$ cat config.mk
export PLATFORM = sky130hd
export DESIGN_NAME = fp16AccumTop
export DESIGN_NICKNAME = d
export VERILOG_FILES = /design/src/design/fp16Pkg.sv /design/src/design/fpAlign.sv /design/src/design/fpSignificandAdd.sv /design/src/design/fpNormalizeRound.sv /design/src/design/fp16Adder.sv /design/src/design/accumControl.sv /design/src/design/fp16AccumTop.sv
export VERILOG_INCLUDE_DIRS = /design/src /design/src/design
export SDC_FILE = /design/constraint.sdc
export NUM_CORES = 1
export LEC_CHECK = 0
export BUFFER_PORTS_ARGS = -buffer_cell sky130_fd_sc_hd__buf_2
export CAP_MARGIN = 20
export CORE_AREA = 2 2 113 115
export DETAILED_ROUTE_END_ITERATION = 12
export DIE_AREA = 0 0 115 117
export GPL_TIMING_DRIVEN = 0
export HOLD_SLACK_MARGIN = 0.08
export PLACE_DENSITY = 0.75
export SETUP_SLACK_MARGIN = 0.05
export SYNTH_ARGS = -nofsm -noshare
export SYNTH_HDL_FRONTEND = slang
export SYNTH_SLANG_ARGS = --single-unit
$ cat constraint.sdc
create_clock -name ap_clk -period 11.7 [get_ports ap_clk]
set_input_delay 2.925 -clock ap_clk [delete_from_list [all_inputs] [get_ports ap_clk]]
set_output_delay 2.925 -clock ap_clk [all_outputs]
set_load 0.02 [all_outputs]
$ cat src/design/fp16_macros.svh
`ifndef FP16_MACROS_SVH
`define FP16_MACROS_SVH

// Half-precision field layout
`define HALF_WIDTH 16   // Sign, exponent, mantissa
`define EXP_WIDTH 5
`define MAN_WIDTH 10    // Stored fraction only
`define SIG_WIDTH 11    // Hidden bit plus fraction

// Carry bit, significand, then five guard positions
`define SUM_WIDTH 17

// Loop and memory
`define ACCUM_COUNT 8   // Values summed per start
`define ADDR_WIDTH 3

// Adder cycles from operand sample to result
`define ADD_LATENCY 4

`endif

$ cat src/design/fp16Pkg.sv
`include "fp16_macros.svh"

package fp16Pkg;

	// Raw exponent field, bias 15
	typedef logic [`EXP_WIDTH-1:0] expField;

	// Hidden bit on top of the stored mantissa
	typedef logic [`SIG_WIDTH-1:0] significand;

	// Adder datapath sum
	// Bit 16 carry, bit 15 hidden position, low five bits below the significand LSB
	typedef logic [`SUM_WIDTH-1:0] extSum;

	// Word index into the operand memory
	typedef logic [`ADDR_WIDTH-1:0] accumAddr;

	// IEEE half value
	typedef struct packed {
		logic sign;
		expField exponent;
		logic [`MAN_WIDTH-1:0] mantissa;
	} halfFloat;

endpackage

$ cat src/design/fpAlign.sv
`include "fp16_macros.svh"

module fpAlign (
	input  fp16Pkg::halfFloat   opA,
	input  fp16Pkg::halfFloat   opB,
	output fp16Pkg::expField    commonExp,
	output fp16Pkg::significand largerSig,
	output fp16Pkg::significand smallerSig,
	output logic                signLarger,
	output logic                signSmaller,
	output logic                subtract
);
	import fp16Pkg::*;

	logic aIsLarger;            // Magnitude compare result
	halfFloat larger;
	halfFloat smaller;
	expField largerExp;         // Effective exponents
	expField smallerExp;
	expField expDiff;
	significand smallerFull;    // Smaller significand before the shift

	// Exponent and mantissa together order the magnitudes, sign ignored
	assign aIsLarger = {opA.exponent, opA.mantissa} >= {opB.exponent, opB.mantissa}; // Tie keeps A
	assign larger = aIsLarger ? opA : opB;
	assign smaller = aIsLarger ? opB : opA;

	// Zero exponent field reads as exponent one with no hidden bit
	assign largerExp = (larger.exponent == '0) ? expField'(1) : larger.exponent;
	assign smallerExp = (smaller.exponent == '0) ? expField'(1) : smaller.exponent;

	assign largerSig = {|larger.exponent, larger.mantissa};
	assign smallerFull = {|smaller.exponent, smaller.mantissa};

	// Never negative, larger exponent always wins the compare above
	assign expDiff = largerExp - smallerExp;

	// Truncating right shift, bits falling off are lost
	always_comb begin
		if (expDiff >= expField'(`SIG_WIDTH + 1)) begin
			smallerSig = '0;    // Far out of range
		end else begin
			smallerSig = smallerFull >> expDiff;
		end
	end

	assign commonExp = largerExp;       // Result starts at the larger exponent
	assign signLarger = larger.sign;
	assign signSmaller = smaller.sign;
	assign subtract = opA.sign ^ opB.sign;   // Effective subtract on mixed signs

endmodule

$ cat src/design/fpSignificandAdd.sv
`include "fp16_macros.svh"

module fpSignificandAdd (
	input  fp16Pkg::significand largerSig,
	input  fp16Pkg::significand smallerSig,
	input  logic                subtract,
	input  logic                signLarger,
	output fp16Pkg::extSum      rawSum,
	output logic                resultSign
);
	import fp16Pkg::*;

	localparam int GuardBits = `SUM_WIDTH - `SIG_WIDTH - 1;

	extSum largerExt;     // Carry slot on top, guard slots below
	extSum smallerExt;

	assign largerExt = {1'b0, largerSig, {GuardBits{1'b0}}};
	assign smallerExt = {1'b0, smallerSig, {GuardBits{1'b0}}};

	// Larger magnitude on the left, so a subtract never goes negative
	always_comb begin
		if (subtract) begin
			rawSum = largerExt - smallerExt;
		end else begin
			rawSum = largerExt + smallerExt;    // Carry lands in the top bit
		end
	end

	// Magnitude winner sets the sign
	// Exact cancellation is fixed up after normalize
	assign resultSign = signLarger;

endmodule

$ cat src/design/fpNormalizeRound.sv
`include "fp16_macros.svh"

module fpNormalizeRound (
	input  fp16Pkg::extSum    rawSum,
	input  fp16Pkg::expField  commonExp,
	input  logic              resultSign,
	input  logic              signSmaller,
	output fp16Pkg::halfFloat rounded
);
	import fp16Pkg::*;

	localparam int LzWidth = $clog2(`SUM_WIDTH + 1);
	localparam int GuardPos = `SUM_WIDTH - `SIG_WIDTH - 1;    // Bit just below the mantissa LSB

	logic [LzWidth-1:0] leadZeros;    // Zeros above the leading one, carry bit included
	extSum normSum;                   // Leading one moved to the carry position
	logic [`EXP_WIDTH:0] normExp;     // One spare bit
	logic [`MAN_WIDTH-1:0] normMan;
	logic guardBit;
	logic roundBit;
	logic stickyBit;
	logic roundUp;
	logic zeroSum;
	logic [`MAN_WIDTH:0] manRounded;  // Top bit is the rounding carry
	expField finalExp;

	// Leading-one search, highest set bit wins
	always_comb begin
		leadZeros = LzWidth'(`SUM_WIDTH);    // All clear
		for (int i = 0; i < `SUM_WIDTH; i++) begin
			if (rawSum[i]) begin
				leadZeros = LzWidth'(`SUM_WIDTH - 1 - i);
			end
		end
	end

	assign zeroSum = (rawSum == '0);

	// Carry set means no shift and exponent plus one
	// Otherwise a left shift with the exponent falling one per extra position
	assign normSum = rawSum << leadZeros;
	assign normExp = {1'b0, commonExp} + 1'b1 - leadZeros;

	assign normMan = normSum[`SUM_WIDTH-2 -: `MAN_WIDTH];    // Bits below the leading one
	assign guardBit = normSum[GuardPos];
	assign roundBit = normSum[GuardPos-1];
	assign stickyBit = |normSum[GuardPos-2:0];

	// Nearest even, exact halfway goes to an even mantissa
	assign roundUp = guardBit & (roundBit | stickyBit | normMan[0]);
	assign manRounded = {1'b0, normMan} + roundUp;

	// Mantissa wrap carries into the exponent
	always_comb begin
		if (zeroSum) begin
			finalExp = '0;
		end else begin
			finalExp = normExp[`EXP_WIDTH-1:0] + manRounded[`MAN_WIDTH];
		end
	end

	// Cancellation gives +0, two negatives give -0
	assign rounded.sign = zeroSum ? (resultSign & signSmaller) : resultSign;
	assign rounded.exponent = finalExp;
	assign rounded.mantissa = manRounded[`MAN_WIDTH-1:0];    // Zero after a wrap

endmodule

$ cat src/design/fp16Adder.sv
module fp16Adder (
	input  logic              ap_clk,
	input  fp16Pkg::halfFloat addA,
	input  fp16Pkg::halfFloat addB,
	output fp16Pkg::halfFloat addResult
);
	import fp16Pkg::*;

	// Stage 1 operands
	halfFloat opAReg;
	halfFloat opBReg;

	// Align outputs and stage 2
	expField alignExp, alignExpReg;
	significand largerSig, largerSigReg;
	significand smallerSig, smallerSigReg;
	logic signLarger, signLargerReg;
	logic signSmaller, signSmallerReg;
	logic subtract, subtractReg;

	// Sum and stage 3
	extSum rawSum, rawSumReg;
	logic resultSign, resultSignReg;
	expField sumExpReg;           // Common exponent carried along
	logic sumSignSmallerReg;      // Needed for the zero sign

	halfFloat rounded;            // Into the stage 4 output register

	fpAlign fpAlignInst (
		.opA        (opAReg),
		.opB        (opBReg),
		.commonExp  (alignExp),
		.largerSig  (largerSig),
		.smallerSig (smallerSig),
		.signLarger (signLarger),
		.signSmaller(signSmaller),
		.subtract   (subtract)
	);

	fpSignificandAdd fpSignificandAddInst (
		.largerSig (largerSigReg),
		.smallerSig(smallerSigReg),
		.subtract  (subtractReg),
		.signLarger(signLargerReg),
		.rawSum    (rawSum),
		.resultSign(resultSign)
	);

	fpNormalizeRound fpNormalizeRoundInst (
		.rawSum     (rawSumReg),
		.commonExp  (sumExpReg),
		.resultSign (resultSignReg),
		.signSmaller(sumSignSmallerReg),
		.rounded    (rounded)
	);

	// New operands every cycle
	always_ff @(posedge ap_clk) begin
		opAReg <= addA;
		opBReg <= addB;
		alignExpReg <= alignExp;            // Stage 2
		largerSigReg <= largerSig;
		smallerSigReg <= smallerSig;
		signLargerReg <= signLarger;
		signSmallerReg <= signSmaller;
		subtractReg <= subtract;
		rawSumReg <= rawSum;                // Stage 3
		resultSignReg <= resultSign;
		sumExpReg <= alignExpReg;
		sumSignSmallerReg <= signSmallerReg;
		addResult <= rounded;               // Stage 4
	end

endmodule

$ cat src/design/accumControl.sv
`include "fp16_macros.svh"

module accumControl (
	input  logic              ap_clk,
	input  logic              ap_rst,
	input  logic              ap_start,
	input  logic              ap_continue,
	output logic              ap_done,
	output logic              ap_idle,
	output logic              ap_ready,
	output fp16Pkg::accumAddr accumAddress,
	output logic              accumReadEnable,
	input  fp16Pkg::halfFloat accumData,
	output fp16Pkg::halfFloat accumSum,
	output logic              accumSumValid,
	output fp16Pkg::halfFloat addA,
	output fp16Pkg::halfFloat addB,
	input  fp16Pkg::halfFloat addResult
);
	import fp16Pkg::*;

	localparam int IndexWidth = $clog2(`ACCUM_COUNT + 1);    // Must reach the count itself
	localparam int WaitWidth = $clog2(`ADD_LATENCY + 1);
	localparam halfFloat PosZero = halfFloat'(`HALF_WIDTH'(0));

	typedef enum logic [1:0] {
		StIdle,
		StRead,       // Strobe a read or finish
		StCapture,    // Memory word arrives
		StWait        // Adder latency
	} ctrlState;

	ctrlState state, stateNext;
	logic doneHeld;               // Done waiting for continue
	logic startAccept;
	logic finishRun;
	logic sumLoad;
	logic [IndexWidth-1:0] index;
	logic [WaitWidth-1:0] waitCount;
	halfFloat runningSum;
	halfFloat capturedWord;
	halfFloat heldSum;            // Last result between runs

	assign startAccept = (state == StIdle) && ap_start && !doneHeld;
	assign finishRun = (state == StRead) && (index == IndexWidth'(`ACCUM_COUNT));
	assign sumLoad = (state == StWait) && (waitCount == '0);

	always_comb begin
		stateNext = state;
		case (state)
			StIdle: if (startAccept) stateNext = StRead;
			StRead: stateNext = finishRun ? StIdle : StCapture;
			StCapture: stateNext = StWait;
			StWait: if (waitCount == '0) stateNext = StRead;
			default: stateNext = StIdle;
		endcase
	end

	always_ff @(posedge ap_clk) begin
		if (ap_rst) begin
			state <= StIdle;
			doneHeld <= 1'b0;
			index <= '0;
			waitCount <= '0;
			heldSum <= PosZero;
		end else begin
			state <= stateNext;
			if (ap_continue) doneHeld <= 1'b0;    // Continue wins over a new finish
			else if (finishRun) doneHeld <= 1'b1;
			if (startAccept) index <= '0;
			else if (sumLoad) index <= index + 1'b1;
			if (state == StCapture) waitCount <= WaitWidth'(`ADD_LATENCY - 1);
			else if (state == StWait) waitCount <= waitCount - 1'b1;
			if (finishRun) heldSum <= runningSum;
		end
	end

	// Sum and word registers
	always_ff @(posedge ap_clk) begin
		if (startAccept) runningSum <= PosZero;
		else if (sumLoad) runningSum <= addResult;    // Adder output settled by now
		if (state == StCapture) capturedWord <= accumData;
	end

	// Adder samples at the end of capture, so the memory word bypasses the capture register
	assign addB = (state == StCapture) ? accumData : capturedWord;
	assign addA = runningSum;

	assign accumAddress = index[`ADDR_WIDTH-1:0];
	assign accumReadEnable = (state == StRead) && !finishRun;

	// Finish cycle shows the sum before it lands in the hold register
	assign accumSum = finishRun ? runningSum : heldSum;
	assign accumSumValid = finishRun;
	assign ap_done = doneHeld | finishRun;
	assign ap_ready = finishRun;
	assign ap_idle = (state == StIdle) && !ap_start;

	// A held done blocks memory traffic in the next cycle too
	assert property (@(posedge ap_clk) disable iff (ap_rst)
		(ap_done && !ap_continue) |=> !accumReadEnable);

	// Ready lasts one cycle and done stays up behind it
	assert property (@(posedge ap_clk) disable iff (ap_rst)
		(ap_ready && !ap_continue) |=> (ap_done && !ap_ready));

	assert property (@(posedge ap_clk) disable iff (ap_rst)
		accumReadEnable |-> (index < IndexWidth'(`ACCUM_COUNT)));

endmodule

$ cat src/design/fp16AccumTop.sv
module fp16AccumTop (
	input  logic              ap_clk,
	input  logic              ap_rst,
	input  logic              ap_start,
	input  logic              ap_continue,
	output logic              ap_done,
	output logic              ap_idle,
	output logic              ap_ready,
	output fp16Pkg::accumAddr accumAddress,
	output logic              accumReadEnable,
	input  fp16Pkg::halfFloat accumData,
	output fp16Pkg::halfFloat accumSum,
	output logic              accumSumValid
);
	import fp16Pkg::*;

	halfFloat addA;         // Running sum into the adder
	halfFloat addB;         // Memory word
	halfFloat addResult;

	accumControl accumControlInst (
		.ap_clk         (ap_clk),
		.ap_rst         (ap_rst),
		.ap_start       (ap_start),
		.ap_continue    (ap_continue),
		.ap_done        (ap_done),
		.ap_idle        (ap_idle),
		.ap_ready       (ap_ready),
		.accumAddress   (accumAddress),
		.accumReadEnable(accumReadEnable),
		.accumData      (accumData),
		.accumSum       (accumSum),
		.accumSumValid  (accumSumValid),
		.addA           (addA),
		.addB           (addB),
		.addResult      (addResult)
	);

	// Four cycles, no valid, the controller counts instead
	fp16Adder fp16AdderInst (
		.ap_clk   (ap_clk),
		.addA     (addA),
		.addB     (addB),
		.addResult(addResult)
	);

endmodule

==> impl_metrics.csv <==
group,metric,value,unit
run_status,status,"completed",
finish,final_common_cell,"nand2_1",
logic_synthesis,synth_flop_cell,"dfxtp_1",
critical_path,worstSetupPathType,"input port to output port",
global_routing,grt_max_degree,21,
finish,seqCellArea,0.00294,sq mm
cts,clock_latency,0.42,ns
cts,clockBufferDepth,2,
floorplan,initial_core_util,0.556,
critical_path,r2r_start,"accumControlInst.capturedWord[11]",
floorplan,ioPinCount,44,
global_routing,track_usage,0.243,
finish,layout.nets,899,
critical_path,reg2regPathDepth,21,
logic_synthesis,ys_ff_latch,139,
critical_path,arrival,3.30,ns
critical_path,start_kind,"input port",
logic_synthesis,synthArstFlopShare,0,
cts,cts_hold_buffers,0,
cts,clkTransAtPathRegs,0.06,ns
cts,clkSinkCount,139,
timing,setup_ws,5.48,ns
pwr,power,1.72,mW
drt,wl_per_cell,15.6,um
global_routing,grt_overflow_total,0,
timing,fin_setup_tns,0,ns
finish,multi_input_area,0.00357,sq mm
critical_path,r2r_end,"fp16AdderInst.smallerSigReg[0]",
cts,cts_post_setup_buffers_inserted,0,
cts,cts_buffers,17,
drt,drtIter0Drc,342,
critical_path,reg2reg_setup_slack,6.26,ns
critical_path,cp_slowest_cell,"buf_2",
worst_hold_path,hold_path.class,"flip-flop to flip-flop",
cts,cts_max_level,4,
logic_synthesis,synthesis.area,0.00684,sq mm
global_routing,antenna_found_initial,0,
critical_path,cp_slowest_stage_delay,0.17,ns
placed_design,numPortBuffers,43,
pwr,peakVddDrop,0.140,mV
critical_path,crit_top_cell,"buf_2",
floorplan,core,0.0123,sq mm
logic_synthesis,netlist.area_leader.share,0.360,
cts,cts_resized,0,
worst_hold_path,min_to,"fp16AdderInst.sumExpReg[1]",
global_routing,grt_pass1_vias,5368,
finish,layout_common_cells,"129 x nand2_1, 123 x dfxtp_1, 71 x nor2_1, 50 x inv_1",
logic_synthesis,syn_avg_cell_area,8.92,sq um
cts,cts_tree,"built",
logic_synthesis,synth_nets,837,
global_routing,grt_pass1_wl,25.2,mm
floorplan,die_height,117,um
placed_design,hpwl,11.8,mm
drt,vias,5428,
placed_design,dp.cells,960,
pwr,power_density,220,mW/mm^2
floorplan,die_x,115,um
floorplan,design.die.area,0.0135,sq mm
timing,tightest_slew,0.979,ns
logic_synthesis,yosysUniqueCellTypes,68,
drt,via_per_inst,5.48,
logic_synthesis,synth_edf_count,16,
finish,fin_cells,990,
critical_path,crit_fanout,2,
timing,finalHoldViolCount,0,
timing,fmax,0.161,GHz
timing,clock_skew,0.0105,ns
critical_path,cp_cell_sequence,"buf_2 > nor2b_1 > buf_2",
drt,first_pass_iters,5,
timing,finalCriticalPeriod,6.22,ns
logic_synthesis,yosys-top-cells-area,"dfxtp_1 36%, ha_1 8.6%, nand2_1 7.1%",
finish,fillers,1005,
timing,slew_viol_final,0,
logic_synthesis,ys_seq_area_frac,0.430,
logic_synthesis,synthCells,767,
placed_design,place.gp.congestion,0.901,
timing,rsz0062_at_grt,"no",
drt,drt_drc_violations_left,0,
finish,drive_gt1_frac,0.125,
timing,fin_hold_ws,0.324,ns
drt,detail-route-antenna-nets,0,
critical_path,worstPathRequired,8.78,ns
cts,root_buffer,"clkbuf_16",
job,maxCapViolations,0,
critical_path,critical_path_buf_inv_count,2,
worst_hold_path,holdCritStartpoint,"fp16AdderInst.alignExpReg[1]",
timing,min_period_over_period,0.532,
logic_synthesis,synth_area_leader_cell,"dfxtp_1",
drt,wirelength,15.4,mm
timing,setup_viol,0,
placed_design,place_ws,5.47,ns
timing,slew_headroom,0.346,
finish,antenna_cells,0,
critical_path,crit_family,"buffers and inverters",
finish,area_delta_synth_final,14.1,%
logic_synthesis,yosysWarnings,0,
pwr,p_leak,3.35,nW
worst_hold_path,whs_path_depth,0,
critical_path,end_kind,"output port",
floorplan,rows,41,
-- where the power goes --
part / switching (mW) / total, mW / internal (mW)
combinational: 0.350 / 0.591 / 0.242
sequential: 0.0619 / 0.620 / 0.558
clock: 0.199 / 0.506 / 0.308
total: 0.610 / 1.72 / 1.11
-- cell families (layout without fill, tap and decap cells) --
logic type                 after synthesis  count (layout)  synth area share
and+or+nand+nor                        297             297             0.198
xor gates and xnor gates                41              41            0.0536
muxes                                   29              29            0.0470
buffers and inverters                   80             153            0.0474
adders and majority gates               50              50            0.0948
DFF                                    139             139             0.430
AOI/OAI and AO/OA                      131             131             0.129
-- synthesized netlist by cell type, types with 8 or more instances --
| master | instances |
|---|---|
| a21oi_1 | 43 |
| clkbuf_1 | 15 |
| dfxtp_1 | 123 |
| edfxtp_1 | 16 |
| ha_1 | 47 |
| inv_1 | 50 |
| mux2i_1 | 22 |
| nand2_1 | 129 |
| nand2b_1 | 9 |
| nand3_1 | 8 |
| nor2_1 | 71 |
| nor2b_1 | 26 |
| nor3_1 | 15 |
| o21ai_0 | 21 |
| o22ai_1 | 10 |
| xnor2_1 | 26 |
| xor2_1 | 14 |
-- metal layers --
layer | part of all wire | routed length, um | global-route usage
met1 | 0.45 | 6920 | 0.297
met2 | 0.48 | 7340 | 0.402
met3 | 0.048 | 740 | 0.0623
met4 | 0.029 | 450 | 0.120
met5 | 0 | 0 | 0
-- sequential cells by signal, indices dropped and copies added (netlist names), 11 cells and up --
name,count
accumControlInst.addA,16
accumControlInst.capturedWord,16
accumControlInst.heldSum,16
fp16AdderInst.addResult,16
fp16AdderInst.largerSigReg,11
fp16AdderInst.opAReg,16
fp16AdderInst.rawSumReg,12
fp16AdderInst.smallerSigReg,11
-- per-stage QoR --
step / cell area, sq um / utilization
final: 7800 / 0.634
after global routing: 7800 / 0.634
after global placement: 7240 / 0.588
after detailed placement: 7240 / 0.588
after CTS: 7800 / 0.634
after floorplan: 6840 / -
-- final cells by class --
type | instances | area share
clock buffer | 21 | 0.0603
tap | 150 | 0.0241
buffer | 27 | 0.0160
inverter | 53 | 0.0255
clock inverter | 9 | 0.0115
multi-input combinational | 548 | 0.458
timing repair buffer | 43 | 0.0276
sequential | 139 | 0.377
-- worst max path at each step --
stage	from	end	slack, ns	cells past startpoint
after floorplan	ap_start	ap_idle	5.55	1
after global placement	ap_start	ap_idle	5.49	3
after detailed placement	ap_start	ap_idle	5.47	3
after CTS	ap_start	ap_idle	5.47	3
after global routing	ap_start	ap_idle	5.46	3
final	ap_start	ap_idle	5.48	3
(Power assumes the default switching activity.)
